`src/source/cpu_pkg.sv`:
```
// cpu_pkg
// Shared types for the tlcs_lite execution core: data widths, register
// byte codes, the phase and ALU enums, the ALU control bundle and the
// data-memory command, plus the register-code helpers used by decode.
package cpu_pkg;

    typedef logic [7:0]  byte_t;
    typedef logic [31:0] long_t;      // data, opcode windows, addresses
    typedef logic [7:0]  reg_code_t;  // {bank nibble, reg[1:0], lane[1:0]}
    typedef logic [1:0]  zz_t;        // 0 byte, 1 word, 2 long
    typedef logic [2:0]  we_t;        // one-hot byte/word/long
    typedef logic [1:0]  fetch_cnt_t; // bytes consumed this cycle

    typedef enum logic [4:0] {
        FETCH    = 5'd0,
        IDX      = 5'd1,
        LD_RAM   = 5'd2,
        EXEC     = 5'd3,
        FILL_IMM = 5'd4,
        ST_RAM   = 5'd5,
        ILLEGAL  = 5'd31
    } phase_e;

    typedef enum logic [5:0] {
        ALU_NOP  = 6'd0,
        ALU_MOVE = 6'd1
    } alu_op_e;

    typedef struct packed {
        alu_op_e   op;
        logic      smux;  // 1 picks imm, 0 the source register
        long_t     imm;
        reg_code_t src;
        reg_code_t dst;
        we_t       we;
    } alu_ctrl_t;

    typedef struct packed {
        long_t addr;
        long_t data;
        zz_t   zz;
        logic  wr;
    } mem_cmd_t;

    function automatic we_t expand_zz(input zz_t zz);
        return (zz == 2'd0) ? 3'b001 : (zz == 2'd1) ? 3'b010 : 3'b100;
    endfunction

    // short register codes: bytes W,A,B,C,D,E,H,L or longs XWA..XHL
    function automatic reg_code_t expand_reg(input logic [2:0] short_reg, input zz_t zz);
        if (zz == 2'd0) begin
            return {4'he, short_reg[2:1], 1'b0, ~short_reg[0]};
        end else if (short_reg[2]) begin
            return {4'hf, short_reg[1:0], 2'b00};
        end
        return {4'he, short_reg[1:0], 2'b00};
    endfunction

endpackage

```
`src/source/op_fetch.sv`:
```
// op_fetch
// Instruction byte buffer. Prefetches bytes over a four-phase memory port
// into a circular buffer and presents the oldest four as a little-endian
// opcode window. The decoder and index unit drop bytes from the head.
`timescale 1ns/1ps

module op_fetch import cpu_pkg::*; #(
    parameter int BUF_BYTES = 8
) (
    input  logic       clk,
    input  logic       rst,
    output logic       imem_req,
    output long_t      imem_addr,
    input  logic       imem_ack,
    input  byte_t      imem_data,
    input  fetch_cnt_t fetched,
    input  fetch_cnt_t idx_fetched,
    output long_t      op,
    output logic       op_ok
);

    localparam int PW = $clog2(BUF_BYTES);
    localparam int CW = $clog2(BUF_BYTES + 1);

    byte_t         buf_q [BUF_BYTES];
    logic [PW-1:0] head_q;
    logic [PW-1:0] tail_q;
    logic [CW-1:0] count_q;
    long_t         pc_q;
    logic [2:0]    consumed;
    logic          capture;

    // pointer wrap for depths that are not a power of two
    function automatic logic [PW-1:0] wrap(input logic [PW:0] idx);
        return (idx >= BUF_BYTES) ? PW'(idx - BUF_BYTES) : idx[PW-1:0];
    endfunction

    assign consumed  = {1'b0, fetched} + {1'b0, idx_fetched};
    assign capture   = imem_req && imem_ack;
    assign imem_addr = pc_q;
    assign op_ok     = count_q >= CW'(4);

    always_comb begin
        for (int i = 0; i < 4; i++) begin
            op[8*i +: 8] = buf_q[wrap({1'b0, head_q} + (PW+1)'(i))];
        end
    end

    always_ff @(posedge clk, posedge rst) begin
        if (rst) begin
            head_q   <= '0;
            tail_q   <= '0;
            count_q  <= '0;
            pc_q     <= '0;
            imem_req <= 1'b0;
        end else begin
            head_q  <= wrap({1'b0, head_q} + (PW+1)'(consumed));
            count_q <= count_q + CW'(capture) - CW'(consumed);
            if (capture) begin
                tail_q   <= wrap({1'b0, tail_q} + (PW+1)'(1));
                pc_q     <= pc_q + 32'd1;
                imem_req <= 1'b0;          // memory drops ack next
            end else if (!imem_req && !imem_ack && count_q < CW'(BUF_BYTES)) begin
                imem_req <= 1'b1;
            end
        end
    end

    always_ff @(posedge clk) begin
        if (capture) buf_q[tail_q] <= imem_data;
    end

    // decoder plus index unit may only drop bytes that are present
    assert property (@(posedge clk) disable iff (rst) consumed <= count_q);

endmodule

```
`src/source/ctrl.sv`:
```
// ctrl
// Instruction decode and sequencing FSM. Walks each instruction through
// FETCH, EXEC, FILL_IMM and the IDX -> LD_RAM / ST_RAM path, drives the
// ALU control bundle and tells the fetch buffer how many bytes to drop.
// Undefined opcodes park the machine in ILLEGAL.
`timescale 1ns/1ps

module ctrl import cpu_pkg::*; (
    input  logic       clk,
    input  logic       rst,
    input  long_t      op,
    input  logic       op_ok,
    output fetch_cnt_t fetched,
    output logic       idx_en,
    input  logic       idx_ok,
    output logic       ldram_en,
    output logic       stram_en,
    input  logic       mem_done,
    input  long_t      load_data,
    output alu_ctrl_t  alu,
    output logic       illegal
);

    phase_e    phase_q, nx_phase;
    alu_ctrl_t nx_alu;
    zz_t       op_zz_q, nx_op_zz;
    zz_t       imm_zz;
    logic      imm_ok;
    logic      nx_idx_en, nx_ldram_en, nx_stram_en;
    logic      ram_wait;

    // LD R,# size field: 2 byte, 3 word, 4 long
    assign imm_ok = (op[6:4] >= 3'd2) && (op[6:4] <= 3'd4);
    assign imm_zz = (op[6:4] == 3'd2) ? 2'd0 : (op[6:4] == 3'd3) ? 2'd1 : 2'd2;

    always_comb begin
        fetched     = '0;
        nx_phase    = phase_q;
        nx_alu      = alu;
        nx_alu.we   = '0;              // one write per instruction
        nx_op_zz    = op_zz_q;
        nx_idx_en   = idx_en;
        nx_ldram_en = ldram_en;
        nx_stram_en = stram_en;
        if (op_ok && !ram_wait) begin
            case (phase_q)
                FETCH: begin
                    nx_alu.op   = ALU_NOP;
                    nx_alu.smux = 1'b0;
                    casez (op[7:0])
                        8'h00: fetched = 2'd1; // NOP
                        8'b11??_00??: begin    // indexed prefix
                            if (op[5:4] == 2'd3) begin
                                nx_phase = ILLEGAL;
                            end else begin
                                nx_op_zz   = op[5:4];
                                nx_alu.src = {4'he, op[1:0], 2'b00}; // base reg
                                nx_idx_en  = 1'b1;
                                nx_phase   = IDX;  // idx_unit drops the bytes
                            end
                        end
                        8'b11??_1???: begin    // two-register prefix, r part
                            if (op[5:4] == 2'd3) begin
                                nx_phase = ILLEGAL;
                            end else begin
                                nx_op_zz   = op[5:4];
                                nx_alu.dst = expand_reg(op[2:0], op[5:4]);
                                nx_phase   = EXEC;
                                fetched    = 2'd1;
                            end
                        end
                        8'b0???_0???: begin    // LD R,#
                            if (!imm_ok) begin
                                nx_phase = ILLEGAL;
                            end else begin
                                nx_op_zz    = imm_zz;
                                nx_alu.op   = ALU_MOVE;
                                nx_alu.smux = 1'b1;
                                nx_alu.dst  = expand_reg(op[2:0], imm_zz);
                                nx_alu.imm  = {24'd0, op[15:8]};
                                fetched     = 2'd2;
                                if (imm_zz == 2'd0) begin
                                    nx_alu.we = expand_zz(imm_zz);
                                end else begin
                                    nx_phase = FILL_IMM; // write once complete
                                end
                            end
                        end
                        default: nx_phase = ILLEGAL;
                    endcase
                end
                IDX: if (idx_ok) begin
                    nx_idx_en = 1'b0;
                    casez (op[7:0])
                        8'b0010_0???: begin    // LD R,(mem)
                            nx_alu.dst  = expand_reg(op[2:0], op_zz_q);
                            nx_ldram_en = 1'b1;
                            nx_phase    = LD_RAM;
                        end
                        8'b01??_0???: begin    // LD (mem),R
                            if (op[5:4] == 2'd3) begin
                                nx_phase = ILLEGAL;
                            end else begin
                                nx_op_zz    = op[5:4];
                                nx_alu.src  = expand_reg(op[2:0], op[5:4]);
                                nx_stram_en = 1'b1;
                                nx_phase    = ST_RAM;
                            end
                        end
                        default: nx_phase = ILLEGAL;
                    endcase
                end
                LD_RAM: if (mem_done) begin
                    nx_ldram_en = 1'b0;
                    nx_alu.op   = ALU_MOVE;
                    nx_alu.smux = 1'b1;
                    nx_alu.imm  = load_data;
                    nx_alu.we   = expand_zz(op_zz_q);
                    fetched     = 2'd1;        // second opcode byte
                    nx_phase    = FETCH;
                end
                ST_RAM: if (mem_done) begin
                    nx_stram_en = 1'b0;
                    fetched     = 2'd1;
                    nx_phase    = FETCH;
                end
                EXEC: begin
                    nx_phase = FETCH;
                    casez (op[7:0])
                        8'b1000_1???: begin    // LD R,r
                            nx_alu.src = alu.dst;
                            nx_alu.dst = expand_reg(op[2:0], op_zz_q);
                            nx_alu.op  = ALU_MOVE;
                            nx_alu.we  = expand_zz(op_zz_q);
                            fetched    = 2'd1;
                        end
                        8'b1001_1???: begin    // LD r,R
                            nx_alu.src = expand_reg(op[2:0], op_zz_q);
                            nx_alu.op  = ALU_MOVE;
                            nx_alu.we  = expand_zz(op_zz_q);
                            fetched    = 2'd1;
                        end
                        default: nx_phase = ILLEGAL;
                    endcase
                end
                FILL_IMM: begin
                    nx_phase  = FETCH;
                    nx_alu.we = expand_zz(op_zz_q);
                    if (op_zz_q == 2'd1) begin
                        nx_alu.imm[31:16] = '0;
                        nx_alu.imm[15:8]  = op[7:0];
                        fetched           = 2'd1;
                    end else begin
                        nx_alu.imm[31:8] = op[23:0];
                        fetched          = 2'd3;
                    end
                end
                ILLEGAL: ;                     // sticky
                default: nx_phase = ILLEGAL;
            endcase
        end
    end

    always_ff @(posedge clk, posedge rst) begin
        if (rst) begin
            phase_q  <= FETCH;
            alu      <= '0;
            op_zz_q  <= '0;
            idx_en   <= 1'b0;
            ldram_en <= 1'b0;
            stram_en <= 1'b0;
            ram_wait <= 1'b0;
        end else begin
            phase_q  <= nx_phase;
            alu      <= nx_alu;
            op_zz_q  <= nx_op_zz;
            idx_en   <= nx_idx_en;
            ldram_en <= nx_ldram_en;
            stram_en <= nx_stram_en;
            ram_wait <= fetched != 2'd0; // new window and register write settle
        end
    end

    assign illegal = (phase_q == ILLEGAL);

    assert property (@(posedge clk) disable iff (rst) !(ldram_en && stram_en));

endmodule

```
`src/source/reg_bank.sv`:
```
// reg_bank
// Four current-bank long registers (XWA, XBC, XDE, XHL) with byte lane
// writes. Presents the source operand aligned to bit 0 and performs the
// move data path into the destination lane.
`timescale 1ns/1ps

module reg_bank import cpu_pkg::*; (
    input  logic      clk,
    input  logic      rst,
    input  alu_ctrl_t alu,
    output long_t     src_val
);

    long_t      regs_q [4];
    logic [1:0] src_sel, src_lane;
    logic [1:0] dst_sel, dst_lane;
    long_t      wr_val;
    long_t      wr_data;
    logic [3:0] lane_we;

    // bank nibble ignored, only one bank exists
    assign src_sel  = alu.src[3:2];
    assign src_lane = alu.src[1:0];
    assign dst_sel  = alu.dst[3:2];
    assign dst_lane = alu.dst[1:0];

    assign src_val = regs_q[src_sel] >> {src_lane, 3'b000};
    assign wr_val  = alu.smux ? alu.imm : src_val;
    assign wr_data = wr_val << {dst_lane, 3'b000};

    always_comb begin
        case (alu.we)
            3'b001:  lane_we = 4'b0001 << dst_lane;
            3'b010:  lane_we = 4'b0011 << dst_lane;
            3'b100:  lane_we = 4'b1111;
            default: lane_we = 4'b0000;
        endcase
    end

    always_ff @(posedge clk, posedge rst) begin
        if (rst) begin
            for (int r = 0; r < 4; r++) begin
                regs_q[r] <= '0;
            end
        end else if (alu.op == ALU_MOVE) begin
            for (int b = 0; b < 4; b++) begin
                if (lane_we[b]) regs_q[dst_sel][8*b +: 8] <= wr_data[8*b +: 8];
            end
        end
    end

endmodule

```
`src/source/idx_unit.sv`:
```
// idx_unit
// Indexed addressing and data-memory access. Forms base + signed 8-bit
// displacement from the prefix bytes, then runs one four-phase load or
// store and reports completion with a single-cycle mem_done.
`timescale 1ns/1ps

module idx_unit import cpu_pkg::*; (
    input  logic       clk,
    input  logic       rst,
    input  logic       idx_en,
    input  long_t      op,
    output logic       idx_ok,
    output fetch_cnt_t idx_fetched,
    input  long_t      base_val,
    input  logic       ldram_en,
    input  logic       stram_en,
    input  long_t      src_val,
    output logic       dmem_req,
    output mem_cmd_t   dmem_cmd,
    input  logic       dmem_ack,
    input  long_t      dmem_rdata,
    output long_t      load_data,
    output logic       mem_done
);

    typedef enum logic [1:0] {S_IDLE, S_ADDR, S_REQ, S_DROP} mem_state_e;

    mem_state_e state_q;
    long_t      addr_q;
    zz_t        prefix_zz_q;
    long_t      disp;
    logic       start_idx, start_mem, got_ack;

    assign disp        = {{24{op[15]}}, op[15:8]};
    assign start_idx   = (state_q == S_IDLE) && idx_en;
    assign start_mem   = (state_q == S_ADDR) && (ldram_en || stram_en);
    assign got_ack     = (state_q == S_REQ) && dmem_ack;
    assign idx_ok      = (state_q == S_ADDR);
    assign idx_fetched = start_idx ? 2'd2 : 2'd0; // prefix and displacement

    always_ff @(posedge clk, posedge rst) begin
        if (rst) begin
            state_q  <= S_IDLE;
            dmem_req <= 1'b0;
            mem_done <= 1'b0;
        end else begin
            mem_done <= 1'b0;
            case (state_q)
                S_IDLE: if (start_idx) state_q <= S_ADDR;
                S_ADDR: begin
                    if (start_mem) begin
                        dmem_req <= 1'b1;
                        state_q  <= S_REQ;
                    end else if (!idx_en) begin
                        state_q  <= S_IDLE;  // decode gave up
                    end
                end
                S_REQ: if (dmem_ack) begin
                    dmem_req <= 1'b0;
                    state_q  <= S_DROP;
                end
                S_DROP: if (!dmem_ack) begin
                    mem_done <= 1'b1;
                    state_q  <= S_IDLE;
                end
                default: state_q <= S_IDLE;
            endcase
        end
    end

    always_ff @(posedge clk) begin
        if (start_idx) begin
            addr_q      <= base_val + disp;
            prefix_zz_q <= op[5:4];
        end
        if (start_mem) begin
            dmem_cmd.addr <= addr_q;
            dmem_cmd.data <= src_val;
            dmem_cmd.zz   <= stram_en ? op[5:4] : prefix_zz_q; // store size in 2nd byte
            dmem_cmd.wr   <= stram_en;
        end
        if (got_ack && !dmem_cmd.wr) load_data <= dmem_rdata;
    end

    assert property (@(posedge clk) disable iff (rst)
        dmem_req && $past(dmem_req) |-> $stable(dmem_cmd));

endmodule

```
`src/source/cpu_top.sv`:
```
// cpu_top
// tlcs_lite core top level. Connects the fetch buffer, control FSM,
// register bank and index unit, and exposes both memory ports and the
// illegal-opcode flag.
`timescale 1ns/1ps

module cpu_top import cpu_pkg::*; #(
    parameter int BUF_BYTES = 8
) (
    input  logic     clk,
    input  logic     rst,
    output logic     imem_req,
    output long_t    imem_addr,
    input  logic     imem_ack,
    input  byte_t    imem_data,
    output logic     dmem_req,
    output mem_cmd_t dmem_cmd,
    input  logic     dmem_ack,
    input  long_t    dmem_rdata,
    output logic     illegal
);

    long_t      op;
    logic       op_ok;
    fetch_cnt_t fetched, idx_fetched;
    logic       idx_en, idx_ok;
    logic       ldram_en, stram_en, mem_done;
    long_t      load_data;
    alu_ctrl_t  alu;
    long_t      src_val;   // base register during IDX, store data after

    op_fetch #(.BUF_BYTES(BUF_BYTES)) fetch_i (
        .clk, .rst, .imem_req, .imem_addr, .imem_ack, .imem_data,
        .fetched, .idx_fetched, .op, .op_ok
    );

    ctrl ctrl_i (
        .clk, .rst, .op, .op_ok, .fetched, .idx_en, .idx_ok,
        .ldram_en, .stram_en, .mem_done, .load_data, .alu, .illegal
    );

    reg_bank regs_i (
        .clk, .rst, .alu, .src_val
    );

    idx_unit idx_i (
        .clk, .rst, .idx_en, .op, .idx_ok, .idx_fetched,
        .base_val   (src_val),
        .ldram_en, .stram_en, .src_val,
        .dmem_req, .dmem_cmd, .dmem_ack, .dmem_rdata, .load_data, .mem_done
    );

endmodule

```
`config.mk`:
```
export PLATFORM = sky130hd
export DESIGN_NAME = cpu_top
export DESIGN_NICKNAME = d
export VERILOG_FILES = /design/src/source/cpu_pkg.sv /design/src/source/op_fetch.sv /design/src/source/ctrl.sv /design/src/source/reg_bank.sv /design/src/source/idx_unit.sv /design/src/source/cpu_top.sv
export SDC_FILE = /design/constraint.sdc
export NUM_CORES = 1
export LEC_CHECK = 0
export BUFFER_PORTS_ARGS = -buffer_cell sky130_fd_sc_hd__buf_4
export CORE_MARGIN = 2
export CORE_UTILIZATION = 53
export DETAILED_ROUTE_END_ITERATION = 12
export PLACE_DENSITY = 0.77
export SETUP_SLACK_MARGIN = 0.15
export SLEW_MARGIN = 30
export SYNTH_ARGS = -nofsm -noshare
export SYNTH_HDL_FRONTEND = slang
export SYNTH_SLANG_ARGS = --single-unit
```
`constraint.sdc`:
```
create_clock -name clk -period 15.5 [get_ports clk]
set_input_delay 4.65 -clock clk [delete_from_list [all_inputs] [get_ports clk]]
set_output_delay 4.65 -clock clk [all_outputs]
set_load 0.03 [all_outputs]
```
==> results by group, run 1 <==
CTS
  – Hold buffer count at CTS: 0
  – Clock root buffer: clkbuf_16
  – CTS tree: built
  – Clock-pin slew on the worst setup and hold paths: about 0.060 ns
  – Setup Fix Bufs, Post-CTS: 0
  – Max Root-Sink Buffers: 3
  – Worst skew pair latency: approximately 0.57 ns
  – Resize count post-CTS: 0
  – CTS buffer count: 43
  – Sink Count: between 400 and 500
  – H-tree Lvls: 2

Critical path
  – Worst setup path start: ctrl_i.phase_q[1]$_DFFE_PP0P_
  – FF-to-FF Start: fetch_i.head_q[1]$_DFF_PP0_
  – Worst R2R End: idx_i.addr_q[24]$_DFFE_PP_
  – Setup crit end kind: output pin
  – Reg-to-reg setup timing slack: 9.93 ns
  – Arrival time worst endpoint: roughly 1.8 ns
  – Required time worst endpoint: 10.85 ns
  – CP startpoint kind: flop
  – Crit path largest cell delay: between 0.6 and 0.7 ns
  – CP max-delay cell: dfrtp_1
  – Crit Path Max Fanout: 18
  – R2r worst-path depth: 14
  – Setup CP Type: flop to output pin
  – Capture point of the critical path: illegal
  – Crit-path cells: nand2_1 > nor2_1 > buf_4

Floorplanning
  – Die height: roughly 200 um
  – I/O pins: 146
  – Die W: 203 um
  – Starting Density: 53.9%
  – Die Area: 0.0410 mm2
  – Core Footprint: 0.0387 mm2
  – FP Rows: 72

STA
  – Slew headroom: about a third
  – Final Slew Violations: 0
  – Setup TNS: 0 ns
  – Max Fclk: 155 MHz
  – Final Hold Fails: 0
  – Least-Margin Pin Slew: 1.01 ns
  – Final period util: a little over two fifths
  – RSZ-0062 raised after global routing: false
  – Setup-failing EPs final: 0
  – Min Tclk post-route: approximately 6.5 ns
  – Final clock skew: 0.0148 ns
  – Hold Slack: 0.418 ns

Power
  – Internal: between 2 and 2.5 mW
  – Switch Pwr: 0.753 mW
  – Clock share of power: about two fifths
  – Leakage: 9.83 nW
  – Comb power frac: 16.8%
  – Worst vdd ir: 0.106 mV
  – Sequential power share: 44.9%
  – Switching power share of the total: 26.8%
  – Power Density: roughly 120 mW/mm2

Synthesis
  – Yosys warns: 0
  – Synthesized flop and latch total: 426
  – Post-synth ARST share: 53.8%
  – Post-Synthesis Cells: ~1600
  – Post-synth top cells: 229 x dfrtp_1, 197 x edfxtp_1, 157 x nor2_1
  – Seq/Total Area, Yosys: between 50 and 60%
  – Synthesized area: approximately 0.021 mm2
  – EDFF count, synth: 197
  – Dominant synthesized flop cell: dfrtp_1
  – Yosys cell types: 72
  – Share of the synthesized area in the top cell type: 28.3%
  – Area leader, netlist: edfxtp_1
  – Cell with the most instances after synthesis: dfrtp_1
  – Synth Net Count: 1718
  – Largest cells by area after synthesis: edfxtp_1 28%, dfrtp_1 27%, mux4_2 8.2%
  – Syn Area/Cell: 12.8 um2

Global route
  – Grt total ovfl: 0
  – Gr usage total: 24.9%
  – Antenna violations before repair: 0
  – Vias in the first global route: 13600
  – First-pass GRT wire length: 78700 um
  – Largest net degree at the start of global routing: 147

Drt
  – WL per Instance: 21.9 um
  – Drt drc: 0
  – Initial DRC Count: 1293
  – Antenna-violating nets left: 0
  – Vias/cell: 5.99
  – DR vias: about 14000
  – Total routed wirelength: around 50000 um
  – Drt pass-1 iters: 6

Min path
  – HP Start: idx_i.addr_q[2]$_DFFE_PP_
  – Hold Path Class: flop to flop

Finish
  – Fin area: 0.0240 mm2
  – N_diodes: 0
  – Fill count: 2976
  – Area growth syn-to-layout: 14.9%
  – Layout net count: roughly 1900
  – Fraction of layout cells with a size suffix above 1: 27.3%
  – Post-layout util: 62.0%

Placement
  – Hpwl dp: 36300 um
  – Final GP Congestion: 0.874
  – IO buf count: 145
  – Area post-placement: 0.0225 mm2

Job
  – Max cap viols: 0

Status
  – Status: finished clean
==> cells by family after synthesis <==
logic type	after synthesis	synth area share [%]
AO/OA/AOI/OAI	287	8.63
XOR/XNOR	69	2.93
adder cells (fa/ha/maj)	45	2.80
buffers and inverters	117	2.44
flip-flops	426	55.7
multiplexers	270	18.4
AND/OR/NAND/NOR	415	9.07
==> per-stage QoR <==
stage	power (mW)	setup WS, ns	std cells
global placement	1.73	8.78	2242
CTS	2.83	9.03	2321
global route	2.92	8.91	2321
floorplan	1.62	4.57	1629
detailed placement	1.75	8.69	2242
finish	2.81	9.04	2321
==> placed cells by master, fill, tap and decap left out, types with 54 or more instances in the layout <==
master,count
edfxtp_1,197
a21oi_1,110
dfrtp_1,226
mux2_2,121
nor2_1,152
nand2_1,105
buf_4,167
mux4_2,76
mux2i_1,66
o21ai_0,54
==> power by group through the flow <==
stage	registers, mW	clock network (mW)	logic [mW]
floorplan	1.29	0	0.334
global placement	1.28	0	0.453
detailed placement	1.28	0	0.468
CTS	1.26	1.10	0.471
global route	1.27	1.14	0.515
finish	1.26	1.08	0.472
==> routing by layer <==
metal	track usage (%)	wire length (um)
met1	34.0	20600
met2	39.9	24400
met3	4.88	3820
met4	9.70	1960
met5	0	0
==> worst min path at each step <==
stage,slack (ns),end,depth (start not counted)
2_1_floorplan,0.40,idx_i.dmem_cmd[35]$_DFFE_PP_,0
3_3_place_gp,0.40,idx_i.dmem_cmd[61]$_DFFE_PP_,0
3_5_place_dp,0.40,idx_i.dmem_cmd[37]$_DFFE_PP_,0
4_1_cts,0.42,idx_i.dmem_cmd[37]$_DFFE_PP_,0
5_1_grt,0.42,idx_i.dmem_cmd[42]$_DFFE_PP_,0
6_report,0.42,idx_i.dmem_cmd[37]$_DFFE_PP_,0
==> layout make-up <==
class / count / area, um2 / share of cell area (%)
timing repair buffer: 168 / 1260 / 5.27
inverter: 44 / 178 / 0.740
clock inverter: 22 / 243 / 1.01
multi-input combinational: 1086 / 8790 / 36.6
sequential: 426 / 11600 / 48.5
clock buffer: 57 / 1240 / 5.17
tap: 518 / 648 / 2.70
==> state kept, by name (all words and copies together) (netlist names), 32 cells and up <==
signal             flops
idx_i.dmem_cmd        67
idx_i.load_data       32
regs_i.regs_q        128
idx_i.addr_q          32
fetch_i.imem_addr     32
ctrl_i.alu            44
fetch_i.buf_q         64
==> critical path, delay by kind of cell, from the launching register on <==
family	cells	cell delay (ns)
simple gates	2	0.38
flops	1	0.68
buf+inv	1	0.19
(Power assumes the default switching activity.)
==> run 2, diff against run 1 <==
==> constraint.sdc (replaced) <==
create_clock -name clk -period 6.15 [get_ports clk]
set_input_delay 1.845 -clock clk [delete_from_list [all_inputs] [get_ports clk]]
set_output_delay 1.845 -clock clk [all_outputs]
set_load 0.03 [all_outputs]
==> results by group, run 2 (synthesized netlist as in run 1, its figures left out) <==
Critical path
  – CP startpoint kind: flop
  – Setup crit end kind: flop
  – Crit Path Max Fanout: 24
  – R2r worst-path depth: 13
  – FF-to-FF Start: fetch_i.head_q[1]$_DFF_PP0_
  – Setup CP Type: flop to flop
  – Worst R2R End: idx_i.addr_q[18]$_DFFE_PP_
  – Required time worst endpoint: roughly 6.5 ns
  – Arrival time worst endpoint: 5.58 ns
  – Reg-to-reg setup timing slack: 0.91 ns

Finish
  – Most frequent cells in the layout: 227 x dfrtp_1, 197 x edfxtp_1, 174 x buf_4, 153 x nor2_1, 121 x mux2_2
  – Biggest regs: regs_i.regs_q (128), idx_i.dmem_cmd (67), fetch_i.buf_q (64)
  – Biggest register: regs_i.regs_q
  – N_diodes: 0
  – Fraction of layout cells with a size suffix above 1: 27.6%
  – Post-layout util: 62.3%
  – Area growth syn-to-layout: 15.6%
  – Commonest non-fill, non-tap cell in the layout: dfrtp_1
  – Max reg flops: 128
  – Layout net count: 1868

Min path
  – HP Start: idx_i.addr_q[7]$_DFFE_PP_
  – Hold EP: idx_i.dmem_cmd[42]$_DFFE_PP_
  – Hold Path Class: flop to flop
  – Hold path cells: 0

STA
  – Setup TNS: 0 ns
  – Least-Margin Pin Slew: roughly 1.1 ns
  – Min Tclk post-route: 5.24 ns
  – Final clock skew: 0.0363 ns
  – Final period util: 85.2%
  – Setup-failing EPs final: 0
  – Hold Slack: 0.415 ns
  – Slew headroom: 28.5%
  – Final Slew Violations: 0
  – RSZ-0062 raised after global routing: false
  – Max Fclk: 191 MHz
  – Final Hold Fails: 0

CTS
  – Clock root buffer: clkbuf_16
  – Worst skew pair latency: 0.59 ns
  – Hold buffer count at CTS: 0
  – H-tree Lvls: 2
  – Setup Fix Bufs, Post-CTS: 0
  – CTS buffer count: 45
  – Sink Count: between 400 and 500
  – Resize count post-CTS: 0
  – CTS tree: built
  – Max Root-Sink Buffers: 3
  – Clock-pin slew on the worst setup and hold paths: around 0.070 ns

Floorplanning
  – Die Area: 0.0410 mm2
  – Core Footprint: 0.0387 mm2
  – Die W: about 200 um
  – I/O pins: 146
  – Die height: 203 um
  – FP Rows: 72
  – Starting Density: 53.9%

Global route
  – Antenna violations before repair: 0
  – Vias in the first global route: 14400
  – First-pass GRT wire length: between 80000 and 90000 um
  – Grt total ovfl: 0
  – Gr usage total: 26.0%
  – Largest net degree at the start of global routing: 148

Power
  – Sequential power share: 44.0%
  – Switching power share of the total: a little over a quarter
  – Comb power frac: ~17%
  – Switch Pwr: slightly below 2 mW
  – Clock share of power: 39.1%
  – Worst vdd ir: 0.353 mV
  – Internal: 5.25 mW
  – Leakage: 9.90 nW
  – Power Density: 299 mW/mm2

Placement
  – Final GP Congestion: between 0.8 and 0.9
  – IO buf count: approximately 150
  – Hpwl dp: around 38000 um

Drt
  – DR vias: between 10000 and 15000
  – Antenna-violating nets left: 0
  – Vias/cell: roughly 6.1
  – Drt pass-1 iters: 6
  – Drt drc: 0
  – Initial DRC Count: 1371
  – Total routed wirelength: 53300 um
  – WL per Instance: 22.8 um

Status
  – Status: finished clean

Job
  – Max cap viols: 0
run 2: cell types whose count changed in the layout (fill, tap and decap cells not counted), moves of 2 or more:
cell       before  now
inv_6           1    3
buf_4         167  174
buf_12          0    2
clkbuf_16      45   47
clkinv_2       10    8
clkinv_4        0    2
run 2: area by class of cell:
type,instances,area [um2]
clock buffer,57,1270
clock inverter,25,269
fill,2948,14600
inverter,44,169
multi-input combinational,1086,8790
sequential,426,11600
tap,518,648
timing repair buffer,176,1350
run 2: worst max path at each step:
stage	cells past startpoint	slack [ns]	endpoint	start
after detailed placement	13	1.0	idx_i.addr_q[18]$_DFFE_PP_	fetch_i.head_q[1]$_DFF_PP0_
after floorplan	1	1.31	ctrl_i.alu[0]$_DFF_PP0_	rst
after CTS	13	1.0	idx_i.addr_q[18]$_DFFE_PP_	fetch_i.head_q[1]$_DFF_PP0_
after global routing	13	0.55	idx_i.addr_q[31]$_DFFE_PP_	fetch_i.head_q[1]$_DFF_PP0_
after global placement	13	1.15	idx_i.addr_q[18]$_DFFE_PP_	fetch_i.head_q[1]$_DFF_PP0_
final	13	0.91	idx_i.addr_q[18]$_DFFE_PP_	fetch_i.head_q[1]$_DFF_PP0_
run 2: metrics by stage:
step / std cells / worst slack, ns / total power [mW] / instance area (um2)
after floorplan: 1629 / 1.31 / 4.08 / 20900
after global placement: 2250 / 1.15 / 4.39 / 22600
after detailed placement: 2250 / 0.997 / 4.43 / 22600
after CTS: 2332 / 0.995 / 7.25 / 24100
after global routing: 2332 / 0.554 / 7.49 / 24100
final: 2332 / 0.908 / 7.22 / 24100
run 2: critical path, stage by stage, from the launching register on:
cell and delay, ns:
dfrtp_1 0.58, ha_1 0.46, mux4_2 0.51, mux2i_1 0.39
inv_1 0.52, ha_1 0.54, o21a_1 0.22, o21ai_0 0.26
a2111oi_0 0.15, or3_1 0.43, a211oi_1 0.27, nor2_1 0.12
o41ai_1 0.41, xnor2_1 0.12
run 2: power groups by stage:
stage                     clock network, mW  logic, mW  registers, mW
after floorplan                           0      0.843           3.24
after global placement                    0       1.16           3.23
after detailed placement                  0       1.20           3.23
after CTS                              2.87       1.21           3.18
after global routing                   2.97       1.32           3.19
final                                  2.83       1.22           3.18
run 2: routing by layer:
layer  GRT usage, %  vias up  share of wire, %
li1               -     6344                 -
met1           34.0     7191                40
met2           43.1      555                49
met3           4.27      132               6.3
met4           11.9        0               4.6
met5              0        -                 0
